<file path="config.mk">
export PLATFORM = sky130hd
export DESIGN_NAME = rp_top
export DESIGN_NICKNAME = d
export VERILOG_FILES = /design/src/rtl/rp_pkg.sv /design/src/rtl/sys_bus_if.sv /design/src/rtl/adc_frontend.sv /design/src/rtl/dac_mix.sv /design/src/rtl/housekeeping_regs.sv /design/src/rtl/p_controller.sv /design/src/rtl/rp_top.sv /design/src/rtl/sys_bus_decoder.sv
export SDC_FILE = /design/constraint.sdc
export NUM_CORES = 1
export LEC_CHECK = 0
export BUFFER_PORTS_ARGS = -buffer_cell sky130_fd_sc_hd__buf_2
export CORE_ASPECT_RATIO = 1.1
export CORE_MARGIN = 2
export CORE_UTILIZATION = 50
export CTS_CLUSTER_SIZE = 24
export DETAILED_ROUTE_END_ITERATION = 7
export PLACE_DENSITY = 0.76
export SLEW_MARGIN = 20
export SYNTH_ARGS = -nofsm -noshare
export SYNTH_HDL_FRONTEND = slang
export SYNTH_SLANG_ARGS = --single-unit
export TNS_END_PERCENT = 10
</file>
<file path="constraint.sdc">
create_clock -name adc_clk -period 7.85 [get_ports adc_clk]
set_input_delay 0.3925 -clock adc_clk [delete_from_list [all_inputs] [get_ports adc_clk]]
set_output_delay 0.3925 -clock adc_clk [all_outputs]
set_load 0.02 [all_outputs]
</file>
<file path="src/rtl/rp_pkg.sv">
// 14-bit converter and 32-bit system bus only; register offsets are byte addresses inside a 1 MB region
package rp_pkg;

  //----------------------------------------------------------------------
  // data path widths
  localparam int ADC_W = 14;                          // adc and dac pin width
  localparam int KP_W  = 12;                          // gain width

  typedef logic signed [ADC_W-1:0] sample_t;         // two's complement sample

  //----------------------------------------------------------------------
  // system bus
  localparam int BUS_AW      = 32;
  localparam int BUS_DW      = 32;
  localparam int NUM_REGIONS = 8;
  localparam int REGION_LSB  = 20;                    // region field is addr[22:20]
  localparam int REGION_W    = $clog2(NUM_REGIONS);

  localparam int REG_HK   = 0;                        // housekeeping
  localparam int REG_OFS  = 2;                        // dc offsets, in place of the generator
  localparam int REG_PCTL = 3;                        // proportional controller

  // region 0
  localparam logic [REGION_LSB-1:0] OFS_ID    = 'h00; // read only
  localparam logic [REGION_LSB-1:0] OFS_LED   = 'h04;
  localparam logic [REGION_LSB-1:0] OFS_ADC_A = 'h08; // read only, sign extended
  localparam logic [REGION_LSB-1:0] OFS_ADC_B = 'h0C; // read only, sign extended
  // region 2
  localparam logic [REGION_LSB-1:0] OFS_DC_A  = 'h00;
  localparam logic [REGION_LSB-1:0] OFS_DC_B  = 'h04;
  // region 3
  localparam logic [REGION_LSB-1:0] OFS_SP_A  = 'h00;
  localparam logic [REGION_LSB-1:0] OFS_KP_A  = 'h04;
  localparam logic [REGION_LSB-1:0] OFS_SP_B  = 'h08;
  localparam logic [REGION_LSB-1:0] OFS_KP_B  = 'h0C;

  localparam logic [BUS_DW-1:0] HK_ID = 32'h5250_0A01; // design id

  // offset binary with negative slope <-> two's complement, same rule both ways
  function automatic logic [ADC_W-1:0] flip_code(input logic [ADC_W-1:0] x);
    return {x[ADC_W-1], ~x[ADC_W-2:0]};               // keep msb, invert the rest
  endfunction

endpackage

</file>
<file path="src/rtl/sys_bus_if.sv">
// single outstanding access only: master holds addr and wdata until ack, no back-pressure
interface sys_bus_if import rp_pkg::*; ();

  logic [BUS_AW-1:0] addr;   // byte address
  logic [BUS_DW-1:0] wdata;  // write data
  logic              wen;    // one-cycle write strobe
  logic              ren;    // one-cycle read strobe
  logic [BUS_DW-1:0] rdata;  // valid with ack
  logic              ack;    // one cycle after the strobe
  logic              err;    // only together with ack

  modport master (
    output addr, wdata, wen, ren,
    input  rdata, ack, err
  );

  modport slave (
    input  addr, wdata, wen, ren,
    output rdata, ack, err
  );

endinterface

</file>
<file path="src/rtl/adc_frontend.sv">
// raw adc words are offset binary with negative slope; one register stage, no calibration
module adc_frontend import rp_pkg::*; (
  input  logic             adc_clk,
  input  logic             rst_n_i,
  input  logic [ADC_W-1:0] adc_dat_a_i,  // raw channel a
  input  logic [ADC_W-1:0] adc_dat_b_i,  // raw channel b
  output sample_t          adc_a_o,      // two's complement
  output sample_t          adc_b_o
);

  sample_t adc_a_q;
  sample_t adc_b_q;

  //----------------------------------------------------------------------
  // conversion register
  always_ff @(posedge adc_clk) begin
    if (!rst_n_i) begin
      adc_a_q <= '0;
      adc_b_q <= '0;
    end else begin
      adc_a_q <= sample_t'(flip_code(adc_dat_a_i)); // msb kept, rest inverted
      adc_b_q <= sample_t'(flip_code(adc_dat_b_i));
    end
  end

  assign adc_a_o = adc_a_q;
  assign adc_b_o = adc_b_q;

endmodule

</file>
<file path="src/rtl/dac_mix.sv">
// dc offsets stand in for the waveform generator; output is offset binary, one word per channel
module dac_mix import rp_pkg::*; (
  input  logic             adc_clk,
  input  logic             rst_n_i,
  sys_bus_if.slave         bus,
  input  sample_t          ctl_a_i,
  input  sample_t          ctl_b_i,
  output logic [ADC_W-1:0] dac_dat_a_o,
  output logic [ADC_W-1:0] dac_dat_b_o
);

  logic [REGION_LSB-1:0] reg_ofs;
  sample_t               dc_q [2];     // per-lane offset
  sample_t               ctl [2];
  logic signed [ADC_W:0] sum [2];      // one guard bit
  sample_t               mix_q [2];    // saturated sum
  logic [ADC_W-1:0]      dac_q [2];    // encoded pin word

  assign reg_ofs = bus.addr[REGION_LSB-1:0];
  assign ctl[0]  = ctl_a_i;
  assign ctl[1]  = ctl_b_i;

  //----------------------------------------------------------------------
  // offset registers
  always_ff @(posedge adc_clk) begin
    if (!rst_n_i) begin
      bus.ack <= 1'b0;
      dc_q    <= '{default: '0};
    end else begin
      bus.ack <= bus.wen | bus.ren;
      if (bus.wen && (reg_ofs == OFS_DC_A))
        dc_q[0] <= bus.wdata[ADC_W-1:0];
      if (bus.wen && (reg_ofs == OFS_DC_B))
        dc_q[1] <= bus.wdata[ADC_W-1:0];
    end
  end

  assign bus.err = 1'b0;

  always_ff @(posedge adc_clk) begin
    if (bus.ren) begin
      case (reg_ofs)
        OFS_DC_A: bus.rdata <= BUS_DW'(dc_q[0]); // sign extended
        OFS_DC_B: bus.rdata <= BUS_DW'(dc_q[1]);
        default:  bus.rdata <= '0;
      endcase
    end
  end

  //----------------------------------------------------------------------
  // add, saturate, encode
  always_comb begin
    for (int i = 0; i < 2; i++)
      sum[i] = ctl[i] + dc_q[i];
  end

  always_ff @(posedge adc_clk) begin
    if (!rst_n_i) begin
      mix_q <= '{default: '0};
      dac_q <= '{default: flip_code('0)};        // encoding of zero
    end else begin
      for (int i = 0; i < 2; i++) begin
        case (sum[i][ADC_W -: 2])
          2'b01:   mix_q[i] <= {1'b0, {(ADC_W-1){1'b1}}}; // pos overflow, +8191
          2'b10:   mix_q[i] <= {1'b1, {(ADC_W-1){1'b0}}}; // neg overflow, -8192
          default: mix_q[i] <= sum[i][ADC_W-1:0];
        endcase
        dac_q[i] <= flip_code(mix_q[i]);         // back to dac format
      end
    end
  end

  assign dac_dat_a_o = dac_q[0];
  assign dac_dat_b_o = dac_q[1];

endmodule

</file>
<file path="src/rtl/housekeeping_regs.sv">
// LED_W up to 32; adc snapshots are the live samples at the read strobe, not a held capture
module housekeeping_regs import rp_pkg::*; #(
  parameter int LED_W = 8
) (
  input  logic             adc_clk,
  input  logic             rst_n_i,
  sys_bus_if.slave         bus,
  input  sample_t          adc_a_i,
  input  sample_t          adc_b_i,
  output logic [LED_W-1:0] led_o
);

  logic [REGION_LSB-1:0] reg_ofs; // offset inside region 0
  logic                  ro_hit;  // id or sample register

  assign reg_ofs = bus.addr[REGION_LSB-1:0];
  assign ro_hit  = reg_ofs inside {OFS_ID, OFS_ADC_A, OFS_ADC_B};

  //----------------------------------------------------------------------
  // handshake and led register
  always_ff @(posedge adc_clk) begin
    if (!rst_n_i) begin
      bus.ack <= 1'b0;
      bus.err <= 1'b0;
      led_o   <= '0;
    end else begin
      bus.ack <= bus.wen | bus.ren;        // always one cycle
      bus.err <= bus.wen && ro_hit;        // writing read-only space
      if (bus.wen && (reg_ofs == OFS_LED))
        led_o <= bus.wdata[LED_W-1:0];
    end
  end

  // read data, sampled on the strobe
  always_ff @(posedge adc_clk) begin
    if (bus.ren) begin
      case (reg_ofs)
        OFS_ID:    bus.rdata <= HK_ID;
        OFS_LED:   bus.rdata <= BUS_DW'(led_o);   // zero extended
        OFS_ADC_A: bus.rdata <= BUS_DW'(adc_a_i); // sign extended
        OFS_ADC_B: bus.rdata <= BUS_DW'(adc_b_i);
        default:   bus.rdata <= '0;               // hole reads 0
      endcase
    end
  end

endmodule

</file>
<file path="src/rtl/p_controller.sv">
// proportional only, no integrator; KP_SHIFT 0..12 keeps the product inside its 27 bits
module p_controller import rp_pkg::*; #(
  parameter int KP_SHIFT = 8
) (
  input  logic     adc_clk,
  input  logic     rst_n_i,
  sys_bus_if.slave bus,
  input  sample_t  adc_a_i,
  input  sample_t  adc_b_i,
  output sample_t  ctl_a_o,
  output sample_t  ctl_b_o
);

  localparam int PW = ADC_W + KP_W + 1;                          // product width
  localparam logic signed [PW-1:0] SAT_MAX = 2**(ADC_W-1) - 1;   // +8191
  localparam logic signed [PW-1:0] SAT_MIN = -(2**(ADC_W-1));    // -8192

  logic [REGION_LSB-1:0]    reg_ofs;
  sample_t                  sp [2];       // setpoints
  logic signed [KP_W-1:0]   kp [2];       // gains
  sample_t                  smp [2];      // lane inputs
  logic signed [ADC_W:0]    diff_q [2];   // stage 1, one bit of growth
  logic signed [PW-1:0]     prod [2];
  logic signed [PW-1:0]     shifted [2];
  sample_t                  ctl_q [2];    // stage 2

  assign reg_ofs = bus.addr[REGION_LSB-1:0];
  assign smp[0]  = adc_a_i;
  assign smp[1]  = adc_b_i;

  //----------------------------------------------------------------------
  // registers, lane a at 0x00/0x04, lane b at 0x08/0x0C
  always_ff @(posedge adc_clk) begin
    if (!rst_n_i) begin
      bus.ack <= 1'b0;
      sp      <= '{default: '0};
      kp      <= '{default: '0};
    end else begin
      bus.ack <= bus.wen | bus.ren;
      if (bus.wen) begin
        case (reg_ofs)
          OFS_SP_A: sp[0] <= bus.wdata[ADC_W-1:0];
          OFS_KP_A: kp[0] <= bus.wdata[KP_W-1:0];
          OFS_SP_B: sp[1] <= bus.wdata[ADC_W-1:0];
          OFS_KP_B: kp[1] <= bus.wdata[KP_W-1:0];
          default:  ;                              // holes ignore writes
        endcase
      end
    end
  end

  assign bus.err = 1'b0;                           // everything here is writable

  always_ff @(posedge adc_clk) begin
    if (bus.ren) begin
      case (reg_ofs)
        OFS_SP_A: bus.rdata <= BUS_DW'(sp[0]);     // sign extended
        OFS_KP_A: bus.rdata <= BUS_DW'(kp[0]);
        OFS_SP_B: bus.rdata <= BUS_DW'(sp[1]);
        OFS_KP_B: bus.rdata <= BUS_DW'(kp[1]);
        default:  bus.rdata <= '0;
      endcase
    end
  end

  //----------------------------------------------------------------------
  // data path, two stages per lane
  always_comb begin
    for (int i = 0; i < 2; i++) begin
      prod[i]    = diff_q[i] * kp[i];              // signed 15 x 12
      shifted[i] = prod[i] >>> KP_SHIFT;           // arithmetic scale down
    end
  end

  always_ff @(posedge adc_clk) begin
    if (!rst_n_i) begin
      diff_q <= '{default: '0};
      ctl_q  <= '{default: '0};
    end else begin
      for (int i = 0; i < 2; i++) begin
        diff_q[i] <= sp[i] - smp[i];               // error = setpoint - sample
        if (shifted[i] > SAT_MAX)
          ctl_q[i] <= sample_t'(SAT_MAX);          // clip high
        else if (shifted[i] < SAT_MIN)
          ctl_q[i] <= sample_t'(SAT_MIN);          // clip low
        else
          ctl_q[i] <= shifted[i][ADC_W-1:0];
      end
    end
  end

  assign ctl_a_o = ctl_q[0];
  assign ctl_b_o = ctl_q[1];

endmodule

</file>
<file path="src/rtl/rp_top.sv">
// analog core only: single adc_clk domain, no processor, scope, generator memory or pwm dacs
module rp_top import rp_pkg::*; #(
  parameter int KP_SHIFT = 8,                // controller gain scaling, 0..12
  parameter int LED_W    = 8
) (
  input  logic              adc_clk,
  input  logic              rst_n_i,
  input  logic [ADC_W-1:0]  adc_dat_a_i,      // raw adc channel a
  input  logic [ADC_W-1:0]  adc_dat_b_i,      // raw adc channel b
  input  logic [BUS_AW-1:0] sys_addr_i,
  input  logic [BUS_DW-1:0] sys_wdata_i,
  input  logic              sys_wen_i,
  input  logic              sys_ren_i,
  output logic [BUS_DW-1:0] sys_rdata_o,
  output logic              sys_ack_o,
  output logic              sys_err_o,
  output logic [ADC_W-1:0]  dac_dat_a_o,      // dac channel a
  output logic [ADC_W-1:0]  dac_dat_b_o,      // dac channel b
  output logic [LED_W-1:0]  led_o
);

  sys_bus_if hk_bus ();                       // region 0
  sys_bus_if ofs_bus ();                      // region 2
  sys_bus_if pctl_bus ();                     // region 3

  sample_t adc_a, adc_b;                      // converted samples
  sample_t ctl_a, ctl_b;                      // controller outputs

  //----------------------------------------------------------------------
  // bus
  sys_bus_decoder i_dec (
    .adc_clk, .rst_n_i, .sys_addr_i, .sys_wdata_i, .sys_wen_i, .sys_ren_i,
    .sys_rdata_o, .sys_ack_o, .sys_err_o,
    .hk_bus(hk_bus), .ofs_bus(ofs_bus), .pctl_bus(pctl_bus)
  );

  housekeeping_regs #(.LED_W(LED_W)) i_hk (
    .adc_clk, .rst_n_i, .bus(hk_bus), .adc_a_i(adc_a), .adc_b_i(adc_b), .led_o
  );

  //----------------------------------------------------------------------
  // data path, 5 cycles pin to pin
  adc_frontend i_adc (
    .adc_clk, .rst_n_i, .adc_dat_a_i, .adc_dat_b_i, .adc_a_o(adc_a), .adc_b_o(adc_b)
  );

  p_controller #(.KP_SHIFT(KP_SHIFT)) i_pctl (
    .adc_clk, .rst_n_i, .bus(pctl_bus), .adc_a_i(adc_a), .adc_b_i(adc_b),
    .ctl_a_o(ctl_a), .ctl_b_o(ctl_b)
  );

  dac_mix i_mix (
    .adc_clk, .rst_n_i, .bus(ofs_bus), .ctl_a_i(ctl_a), .ctl_b_i(ctl_b),
    .dac_dat_a_o, .dac_dat_b_o
  );

endmodule

</file>
<file path="src/rtl/sys_bus_decoder.sv">
// regions 1 and 4..7 are answered here with rdata 0; one access in flight at a time
module sys_bus_decoder import rp_pkg::*; (
  input  logic              adc_clk,
  input  logic              rst_n_i,
  input  logic [BUS_AW-1:0] sys_addr_i,
  input  logic [BUS_DW-1:0] sys_wdata_i,
  input  logic              sys_wen_i,
  input  logic              sys_ren_i,
  output logic [BUS_DW-1:0] sys_rdata_o,
  output logic              sys_ack_o,
  output logic              sys_err_o,
  sys_bus_if.master         hk_bus,
  sys_bus_if.master         ofs_bus,
  sys_bus_if.master         pctl_bus
);

  logic [REGION_W-1:0] region;     // from the live address
  logic [REGION_W-1:0] region_q;   // region of the access in flight
  logic                strobe;
  logic                unused;     // no slave behind this region
  logic                unused_ack; // local answer, one cycle late

  assign region = sys_addr_i[REGION_LSB +: REGION_W];
  assign strobe = sys_wen_i | sys_ren_i;
  assign unused = !(region inside {REG_HK, REG_OFS, REG_PCTL});

  //----------------------------------------------------------------------
  // address and data go to everyone, strobes only to the selected slave
  assign hk_bus.addr    = sys_addr_i;
  assign hk_bus.wdata   = sys_wdata_i;
  assign hk_bus.wen     = sys_wen_i && (region == REG_HK);
  assign hk_bus.ren     = sys_ren_i && (region == REG_HK);
  assign ofs_bus.addr   = sys_addr_i;
  assign ofs_bus.wdata  = sys_wdata_i;
  assign ofs_bus.wen    = sys_wen_i && (region == REG_OFS);
  assign ofs_bus.ren    = sys_ren_i && (region == REG_OFS);
  assign pctl_bus.addr  = sys_addr_i;
  assign pctl_bus.wdata = sys_wdata_i;
  assign pctl_bus.wen   = sys_wen_i && (region == REG_PCTL);
  assign pctl_bus.ren   = sys_ren_i && (region == REG_PCTL);

  always_ff @(posedge adc_clk) begin
    if (!rst_n_i) begin
      region_q   <= '0;
      unused_ack <= 1'b0;
    end else begin
      unused_ack <= strobe && unused;      // pending flag for empty regions
      if (strobe)
        region_q <= region;                // remembered for the return mux
    end
  end

  //----------------------------------------------------------------------
  // return path
  always_comb begin
    sys_rdata_o = '0;                      // empty regions read 0
    case (region_q)
      REG_HK:   sys_rdata_o = hk_bus.rdata;
      REG_OFS:  sys_rdata_o = ofs_bus.rdata;
      REG_PCTL: sys_rdata_o = pctl_bus.rdata;
      default:  sys_rdata_o = '0;
    endcase
  end

  // only the strobed slave can ack, so a plain or is enough
  assign sys_ack_o = hk_bus.ack | ofs_bus.ack | pctl_bus.ack | unused_ack;
  assign sys_err_o = hk_bus.err | ofs_bus.err | pctl_bus.err;

endmodule

</file>
; Word-level counts from Yosys, hierarchy flattened
; Cells that the tools add are included.
; W data, S select, Z words.
[classes]
order_cmp = 4
reduce_logical = 23
n_bitwise = 12
mux = 10
eq_ne = 11
addsub = 4
multipliers = 2
[op_table]
columns = operator, n
row1 = $pmux W32 S4, 2
row2 = $pmux W32 S3, 1
row3 = $pmux W32 S2, 1
row4 = $pmux W14 S2, 2
row5 = $mul A15 B12 Y27, 2
row6 = $not A13 Y13, 4
row7 = $eq A20 B4 Y1 const B, 2
row8 = $gt A19 B14 Y1 const B, 2
row9 = $lt A19 B14 Y1 const B, 2
row10 = $add A14 B14 Y15, 2
row11 = $sub A14 B14 Y15, 2
row12 = $mux W14, 2
row13 = $mux W13, 2
row14 = $eq A20 B3 Y1 const B, 1
row15 = $logic_not A20 Y1, 1
row16 = $eq A3 B2 Y1 const B, 4
row17 = $logic_and A1 B1 Y1, 11
row18 = $reduce_and A2 Y1, 4
row19 = $or A1 B1 Y1, 7
row20 = $logic_not A3 Y1, 2
row21 = $reduce_bool A3 Y1, 2
row22 = $eq A2 B1 Y1 const B, 2
row23 = $eq A2 B2 Y1 const B, 2
row24 = $reduce_or A2 Y1, 2
row25 = 2 further kinds, 2
[word_totals]
register_bits = 334
input_bits = 96
output_inout_bits = 70

; Logic depth before layout (Yosys ltp)
; Gate-level depths: netlist of the first run.
[depth]
word_depth = 4
depth_mapped = 24
depth_no_buf = 21

; Modules after synthesis
; Synthesis of the first run repeated with hierarchy kept, for this count alone.
[unflattened]
cells_unflattened = 3161
area_unflattened_um2 = 28094.4
[by_module_without_submodules]
columns = mod, seq_area_each_um2, n_inst, cells_per_inst, area_each_um2
row1 = p_controller, 2642.5, 1, 2122, 18522.8
row2 = dac_mix, 2122.0, 1, 514, 4788.3
row3 = sys_bus_decoder, 80.1, 1, 333, 2593.7
row4 = housekeeping_regs, 650.6, 1, 134, 1408.9
row5 = adc_frontend, 560.5, 1, 58, 780.7

; Worst setup path after synthesis of the first run
; OpenSTA, ideal clock, no wires.
[synth_timing]
path_type = register to register
start = register i_pctl.kp[0] (netlist bit)
end = register i_pctl.ctl_q, in the netlist i_pctl.ctl_b_o[0]
t_arrival_ns = 5.811
path_slack_ns = 1.905
path_buffers = 2
setup_time_ns = 0.134
path_stages_with_launch = 24
synth_period_minus_slack_ns = 5.945
path_cell_list = dfxtp_1 clkbuf_1 nand2_1 fa_1 inv_1 ha_1 inv_1 fa_1 inv_1 fa_1 inv_1 fa_1 inv_1 ha_1 nand2_1 a21oi_1 a2111oi_0 o21ai_2 a31oi_1 xor2_1 a211oi_1 a31oi_1 buf_6 o221ai_1
[synth_via]
elab_chain_cells = 4
word_cells_on_any_way = 5
[synth_rtl]
columns = element, line
row1 = "start, declared", p_controller.sv:20  ; logic signed [KP_W-1:0] kp [2];
row2 = $mul A15 B12 Y27 *, p_controller.sv:70  ; prod[i] = diff_q[i] * kp[i];
row3 = $lt A19 B14 Y1, p_controller.sv:84  ; else if (shifted[i] < SAT_MIN)
row4 = $mux W14, p_controller.sv:84
row5 = $mux W13 *, p_controller.sv:82  ; if (shifted[i] > SAT_MAX)
row6 = "end signal, assigned by index", p_controller.sv:83  ; ctl_q[i] <= sample_t'(SAT_MAX);
row7 = "end signal, assigned by index", p_controller.sv:85  ; ctl_q[i] <= sample_t'(SAT_MIN);
row8 = "end signal, assigned by index", p_controller.sv:87  ; ctl_q[i] <= shifted[i][ADC_W-1:0];
row9 = "end, declared", p_controller.sv:25  ; sample_t ctl_q [2];
; Every way passes the cells marked *; elsewhere a longest branch is shown, timed or not.
; A chain may end at the register's enable or synchronous reset.

; Worst setup path in the final report of the first run
[layout_timing]
start = register i_pctl.kp[0] (netlist bit)
end = register i_pctl.ctl_q, in the netlist i_pctl.ctl_b_o[1]
; The elaborated chain is that of the path after synthesis.

==> results of run 1 <==
## sequential cells by signal (all words and copies together), names as in the netlist
register           cells
i_mix.mix_q           28
i_pctl.diff_q         30
i_pctl.bus.rdata      14
i_pctl.ctl_a_o        14
i_hk.bus.ack           1
i_dec.region_q         3
i_mix.dac_dat_a_o     14
i_pctl.ctl_b_o        14
i_adc.adc_a_o         14
i_mix.bus.ack          1
i_hk.led_o             8
i_hk.bus.rdata        15
i_hk.bus.err           1
i_adc.adc_b_o         14
i_pctl.sp             28
i_pctl.kp             24
i_mix.dc_q            28
i_pctl.bus.ack         1
i_mix.dac_dat_b_o     14
i_dec.unused_ack       1
i_mix.bus.rdata       14
## cells by family after synthesis
| logic type | Yosys count | share of synthesized area (%) |
|---|---|---|
| flip-flops | 281 | 23.93 |
| AO/OA/AOI/OAI | 356 | 8.594 |
| buffers and inverters | 611 | 9.494 |
| XOR/XNOR | 78 | 2.700 |
| AND/OR/NAND/NOR | 982 | 17.35 |
| adder cells (fa/ha/maj) | 504 | 34.89 |
| multiplexers | 63 | 3.036 |
## per-layer routing
layer	GRT usage, %	wire length, µm	vias up
li1	-	-	9046
met4	10.16	2888	2
met2	39.88	28580	838
met1	33.18	25630	9461
met3	3.896	5921	153
met5	0	13	-
## final timing paths
path | endpoint | slack [ns] | depth (start not counted)
worst max-delay path | i_pctl.ctl_b_o[1]$_SDFF_PN0_ | 1.07 | 21
worst min-delay path | i_adc.adc_b_o[7]$_SDFF_PN0_ | 0.02 | 2
worst max register to register | i_pctl.ctl_b_o[1]$_SDFF_PN0_ | 1.07 | 21
worst min register to register | i_mix.dac_dat_a_o[11]$_SDFF_PN1_ | 0.36 | 1
## report_power, final
part	total, W	internal [W]	leakage [nW]	switching (W)
clock network	0.00134	0.000773	0.443	0.000571
registers	0.00155	0.00148	2.33	0.0000642
logic	0.000194	0.0000637	10.0	0.000131
total	0.00309	0.00232	12.8	0.000766
## critical path: stages (launching register included)
cell and delay, ns:
sky130_fd_sc_hd__dfxtp_1 0.64, sky130_fd_sc_hd__nand2_1 0.24, sky130_fd_sc_hd__fa_1 0.58, sky130_fd_sc_hd__inv_1 0.06, sky130_fd_sc_hd__ha_1 0.51, sky130_fd_sc_hd__inv_1 0.20, sky130_fd_sc_hd__fa_1 0.51, sky130_fd_sc_hd__inv_1 0.05
sky130_fd_sc_hd__fa_1 0.53, sky130_fd_sc_hd__inv_1 0.05, sky130_fd_sc_hd__fa_1 0.48, sky130_fd_sc_hd__inv_1 0.04, sky130_fd_sc_hd__ha_1 0.31, sky130_fd_sc_hd__nand2_1 0.10, sky130_fd_sc_hd__a21oi_1 0.05, sky130_fd_sc_hd__a2111oi_0 0.61
sky130_fd_sc_hd__o21ai_2 0.23, sky130_fd_sc_hd__a211oi_1 0.31, sky130_fd_sc_hd__mux2i_1 0.23, sky130_fd_sc_hd__o2111ai_1 0.17, sky130_fd_sc_hd__nand3_1 0.47, sky130_fd_sc_hd__o221ai_1 0.24
## per-stage QoR
step / worst slack, ns / cells
6_report: 1.067 / 3592
5_1_grt: 0.5882 / 3590
4_1_cts: 1.107 / 3588
3_5_place_dp: 1.109 / 3536
3_3_place_gp: 1.242 / 3536
2_1_floorplan: 1.905 / 2875
## cell type report
| class | count | area share [%] |
|---|---|---|
| Antenna cell | 4 | 0.03682 |
| Timing Repair Buffer | 153 | 2.964 |
| Clock inverter | 9 | 0.3866 |
| Multi-Input combinational cell | 1983 | 61.98 |
| Sequential cell | 281 | 22.27 |
| Tap cell | 660 | 3.037 |
| Inverter | 460 | 6.360 |
| Clock buffer | 42 | 2.959 |
## cells in the final DEF (no fill, tap or decap), types with 50 or more instances in the layout
master	n
sky130_fd_sc_hd__dfxtp_1	238
sky130_fd_sc_hd__nand2_1	506
sky130_fd_sc_hd__xnor2_1	50
sky130_fd_sc_hd__inv_1	459
sky130_fd_sc_hd__nor2_1	186
sky130_fd_sc_hd__a21oi_1	186
sky130_fd_sc_hd__mux2i_1	52
sky130_fd_sc_hd__buf_2	138
sky130_fd_sc_hd__ha_1	168
sky130_fd_sc_hd__fa_1	336
sky130_fd_sc_hd__and2_1	116
==> run_results.csv, run 1 <==
group,metric,value,unit
drt,number_of_drc_markers_after_the_initial_detailed_route_iteration,1562,
logic_synthesis,syn_area,25300,µm²
final_layout,finish.utilization,54.34,%
final_layout,post_route_cells_drive_above_1_share,7.548,%
power,total_power_consumption,0.003087,W
power,powerDensity,113.5,nW/µm²
logic_synthesis,synth_nets,3475,
clock_network,cts.reportedPaths.clkPinSlew,0.06,ns
timing,rsz0062_at_grt,"false",
final_layout,seqCellArea,6056,µm²
logic_synthesis,synth_common_cells,"sky130_fd_sc_hd__nand2_1 (506), sky130_fd_sc_hd__inv_1 (459), sky130_fd_sc_hd__fa_1 (336)",
worst_setup_path,path_class,"flop to flop",
die,dieWidth,218.5,µm
final_layout,post-route-cell-area,27190,µm²
timing,clock.fmax,147.4,MHz
worst_setup_path,rr_startpoint,"i_pctl.kp[0]$_SDFFE_PN0P_",
timing,worstMarginPinSlew,0.9651,ns
worst_setup_path,startpoint,"i_pctl.kp[0]$_SDFFE_PN0P_",
clock_network,post-cts-setup-buffers,0,
drt,vias,19500,
worst_hold_path,worstHoldStart,"adc_dat_b_i[7]",
clock_network,cts_tree,"built",
worst_hold_path,min_path_type,"input pin to flop",
final_layout,syn2layout_area_growth,7.447,%
die,i_o_pin_count,166,
grt,grt_remaining_overflow,0,
logic_synthesis,synth_enable_flop_cells,43,
timing,final_max_slew_viol_count,0,
place,placement.cell_area,26260,µm²
timing,hold_viol_final,0,
place,dp_hpwl,49.05,mm
clock_network,clockBufferDepth,3,
die,die-height,239.9,µm
timing,max-slew-margin-rel,35.42,%
run,drv_cap,0,
drt,drt_first_pass_iters,6,
logic_synthesis,synth.yosys.warnings,0,
timing,layout_min_cycle_time,6.783,ns
timing,report.final.setup_viol,0,
power,cellLeakagePower,12.79,nW
clock_network,cts.repair.resized,0,
grt,grt_usage,24.70,%
clock_network,cts_hold_buf,1,
timing,worst_hold_slack,0.01620,ns
die,initial_core_util,50.57,%
drt,drt-wirelength-per-cell,17.55,µm
logic_synthesis,synth-seq-cells,281,
clock_network,root_driver,"sky130_fd_sc_hd__clkbuf_16",
logic_synthesis,yosys.area.top_type,"sky130_fd_sc_hd__fa_1",
timing,fin_worst_skew,0.02266,ns
clock_network,clock_latency,0.56,ns
drt,drc,0,
grt,number_of_antenna_violations_at_the_first_check_in_global_routing,4,
place,port_buffers,138,
final_layout,nets,3508,
worst_setup_path,worstSetupEndpointType,"flop",
drt,drt-vias-per-instance,5.429,
timing,fin_crit_share,86.41,%
clock_network,tritoncts.num_buffers,29,
drt,routed_antenna_nets,0,
die,core_footprint,50040,µm²
place,gp_congestion,0.9056,
worst_setup_path,startpoint_class_of_the_critical_path,"flop",
die,die_area,52420,µm²
grt,grt_first_pass_wirelength,101.0,mm
logic_synthesis,post_synth_main_area_contributors,"sky130_fd_sc_hd__fa_1 (27%), sky130_fd_sc_hd__dfxtp_1 (19%), sky130_fd_sc_hd__ha_1 (8.3%)",
final_layout,multiInputGateArea,16850,µm²
clock_network,tritoncts_num_sinks,281,
worst_setup_path,critical_path_peak_fanout,16,
logic_synthesis,syn_inst,2875,
worst_setup_path,worst-endpoint-arrival,7.18,ns
logic_synthesis,yosys_most_used_dff,"sky130_fd_sc_hd__dfxtp_1",
grt,maximum_number_of_pins_on_one_net_before_global_route_repair,93,
clock_network,ctsHtreeMaxLevel,1,
logic_synthesis,postSynth.asyncResetShare,0,%
drt,routed_wl,63.04,mm
logic_synthesis,synth_top_cell_area_share,26.58,%
power,max_vdd_drop,0.1863,mV
worst_setup_path,worst_ep_required_time,8.24,ns
grt,grt_pass1_vias,19269,
die,placement_rows,86,
logic_synthesis,syn-mean-instance-area,8.801,µm²
logic_synthesis,post_synth_num_cell_types,66,
final_layout,fillers,4455,
logic_synthesis,most_frequently_used_cell_type_in_the_post_synthesis_netlist,"sky130_fd_sc_hd__nand2_1",
timing,tns,0,ns
logic_synthesis,yosysSeqAreaShare,23.93,%
run_status,run_status,"finished, final reports clean",
Power figures use the tool's default switching activity.
==> run 2, diff against run 1 <==
- PLACE_DENSITY: 0.76 -> 0.78
- clock period: 7.85 -> 5.8 ns (I/O delays scaled with it)
==> run 2 against run 1 <==
  * Register-to-register slack worse by 0.96 ns
  * Sequential share of layout area fell by 1.4 points
  * Largest cell class unchanged
  * Critical endpoint is now i_pctl.ctl_b_o[5]$_SDFF_PN0_
  * Critical path depth decreased by 1
  * Power up 45%
  * Combinational power up 77%
==> run_results.csv, run 2 (synthesis results as in run 1) <==
group,metric,value,unit
die,initial_core_util,50.57,%
run_status,run_status,"finished, final reports clean",
worst_setup_path,worst_ep_required_time,6.30,ns
drt,number_of_drc_markers_after_the_initial_detailed_route_iteration,1687,
final_layout,largest_reg_flops,30,
drt,drc,0,
timing,worstMarginPinSlew,0.9655,ns
power,power_frac_clock,46.3,%
final_layout,post_route_cells_drive_above_1_share,16.54,%
die,core_footprint,50040,µm²
timing,rsz0062_at_grt,"true",
place,placement.cell_area,27390,µm²
worst_setup_path,rr_startpoint,"i_pctl.diff_q[9]$_SDFF_PN0_",
die,i_o_pin_count,166,
clock_network,root_driver,"sky130_fd_sc_hd__clkbuf_16",
drt,routed_wl,66.09,mm
clock_network,cts_tree,"built",
drt,drt_first_pass_iters,8,
die,dieWidth,218.5,µm
final_layout,most-common-layout-cells,"sky130_fd_sc_hd__nand2_1 (502), sky130_fd_sc_hd__inv_1 (451), sky130_fd_sc_hd__fa_1 (328), sky130_fd_sc_hd__dfxtp_1 (189), sky130_fd_sc_hd__nor2_1 (183)",
timing,max-slew-margin-rel,35.63,%
worst_setup_path,r2r.worst_path.cells,20,
worst_setup_path,worst-r2r-setup-slack,0.10,ns
grt,grt_first_pass_wirelength,103.5,mm
timing,tns,0,ns
worst_setup_path,cp-endpoint,"i_pctl.ctl_b_o[5]$_SDFF_PN0_",
timing,setup_ws,0.1045,ns
worst_setup_path,worstSetupEndpointType,"flop",
timing,fin_worst_skew,0.03137,ns
power,total_power_consumption,0.004479,W
grt,number_of_antenna_violations_at_the_first_check_in_global_routing,3,
final_layout,final_common_cell,"sky130_fd_sc_hd__nand2_1",
grt,maximum_number_of_pins_on_one_net_before_global_route_repair,93,
power,max_vdd_drop,0.1992,mV
final_layout,max_flop_register,"i_pctl.diff_q",
final_layout,syn2layout_area_growth,17.10,%
die,placement_rows,86,
place,placement.setup.worst_slack,-0.2616,ns
grt,met3_usage,4.845,%
place,dp_hpwl,52.20,mm
place,gp_congestion,0.9485,
worst_setup_path,startpoint_class_of_the_critical_path,"flop",
timing,layout_min_cycle_time,5.695,ns
grt,use_met1,33.45,%
grt,grt_util_met2,40.97,%
timing,report.final.setup_viol,0,
worst_setup_path,worst-endpoint-arrival,6.20,ns
grt,grt_pass1_vias,19895,
grt,grt_usage,25.02,%
grt,most_utilized_layer_in_the_global_route_result,"met2",
final_layout,nets,3714,
clock_network,cts.reportedPaths.clkPinSlew,0.06,ns
clock_network,tritoncts.num_buffers,30,
final_layout,post-route-cell-area,29630,µm²
power,share_of_total_power_in_combinational_logic,7.7,%
timing,fin_crit_share,98.20,%
power,total_switching_power,0.001089,W
die,die_area,52420,µm²
power,powerDensity,151.2,nW/µm²
worst_setup_path,critical_path_peak_fanout,7,
clock_network,clock_latency,0.60,ns
drt,routed_antenna_nets,0,
worst_setup_path,startpoint,"i_pctl.diff_q[9]$_SDFF_PN0_",
power,sw_frac_of_total,24.30,%
die,die-height,239.9,µm
power,p_int,0.003390,W
drt,drt-wirelength-per-cell,17.39,µm
timing,hold_viol_final,0,
place,port_buffers,138,
power,share_seq_of_total_power,46.0,%
drt,drt-vias-per-instance,5.368,
timing,worst_hold_slack,0.04943,ns
power,cellLeakagePower,13.98,nW
clock_network,ctsHtreeMaxLevel,1,
drt,vias,20400,
clock_network,clockBufferDepth,3,
timing,final_max_slew_viol_count,0,
worst_setup_path,path_class,"flop to flop",
run,drv_cap,0,
timing,clock.fmax,175.6,MHz
clock_network,tritoncts_num_sinks,281,
grt,grt_remaining_overflow,0,
worst_setup_path,worst_r2r_endpoint,"i_pctl.ctl_b_o[5]$_SDFF_PN0_",
worst_hold_path,min_path_type,"input pin to flop",
==> run 2: area by class of cell <==
cell class	count	area [µm²]
Fill cell	4159	20410
Multi-Input combinational cell	1983	17230
Sequential cell	281	6187
Timing Repair Buffer	358	2550
Inverter	460	1735
Clock buffer	44	895.9
Tap cell	660	825.8
Clock inverter	11	193.9
Antenna cell	3	7.507
==> run 2: metal layers <==
layer / part of all wire [%] / vias up
met5: 0 / -
met4: 3.7 / 0
met3: 9.0 / 138
met2: 47 / 864
met1: 41 / 9899
li1: - / 9499
==> run 2: worst max-delay path, cell delays in order, from the launching register on <==
cell and delay [ns]:
sky130_fd_sc_hd__dfxtp_4 0.39, sky130_fd_sc_hd__buf_4 0.13, sky130_fd_sc_hd__nand2_1 0.07, sky130_fd_sc_hd__fa_1 0.55
sky130_fd_sc_hd__inv_1 0.06, sky130_fd_sc_hd__fa_1 0.55, sky130_fd_sc_hd__fa_1 0.43, sky130_fd_sc_hd__fa_1 0.49
sky130_fd_sc_hd__inv_1 0.05, sky130_fd_sc_hd__fa_1 0.51, sky130_fd_sc_hd__inv_2 0.05, sky130_fd_sc_hd__ha_4 0.29
sky130_fd_sc_hd__nand3_2 0.08, sky130_fd_sc_hd__or4_4 0.55, sky130_fd_sc_hd__o21ai_4 0.24, sky130_fd_sc_hd__a31oi_2 0.12
sky130_fd_sc_hd__xor2_1 0.19, sky130_fd_sc_hd__a211oi_2 0.33, sky130_fd_sc_hd__a31oi_4 0.17, sky130_fd_sc_hd__buf_6 0.17
sky130_fd_sc_hd__o221ai_1 0.20
==> run 2: worst min path at each step <==
stage | start | to | slack [ns] | cells after the start
4_1_cts | sys_wdata_i[0] | i_pctl.kp[0]$_SDFFE_PN0P_ | 0.02 | 3
6_report | sys_wdata_i[0] | i_pctl.kp[0]$_SDFFE_PN0P_ | 0.05 | 3
3_5_place_dp | i_mix.mix_q[5]$_SDFF_PN0_ | i_mix.dac_dat_b_o[5]$_SDFF_PN1_ | 0.35 | 1
5_1_grt | sys_wdata_i[13] | i_mix.dc_q[13]$_SDFFE_PN0P_ | 0.06 | 3
3_3_place_gp | i_mix.mix_q[20]$_SDFF_PN0_ | i_mix.dac_dat_a_o[6]$_SDFF_PN1_ | 0.34 | 1
2_1_floorplan | i_mix.mix_q[14]$_SDFF_PN0_ | i_mix.dac_dat_a_o[0]$_SDFF_PN1_ | 0.34 | 1
==> run 2: through the flow <==
step	std cells	util (%)
finish	3800	59.22
global route	3800	59.22
CTS	3771	57.73
detailed placement	3683	54.74
global placement	3683	54.74
floorplan	2875	-
==> run 2: power groups by stage <==
stage,clock (W),combinational (W),sequential (W)
6_report,0.00208,0.000344,0.00206
3_5_place_dp,0,0.000307,0.00211
3_3_place_gp,0,0.000305,0.00211
2_1_floorplan,0,0.000204,0.00206
5_1_grt,0.00217,0.000369,0.00206
4_1_cts,0.00208,0.000327,0.00206
==> run 2: repair_timing <==
action | in CTS | in global routing
setup buffers | 3 | 24
resized for setup | 21 | 153
pin swaps | 4 | 51
hold buffers | 30 | 0
setup endpoints to repair | 27 | 28
hold endpoints to repair | 29 | 0
cloned | 0 | 2
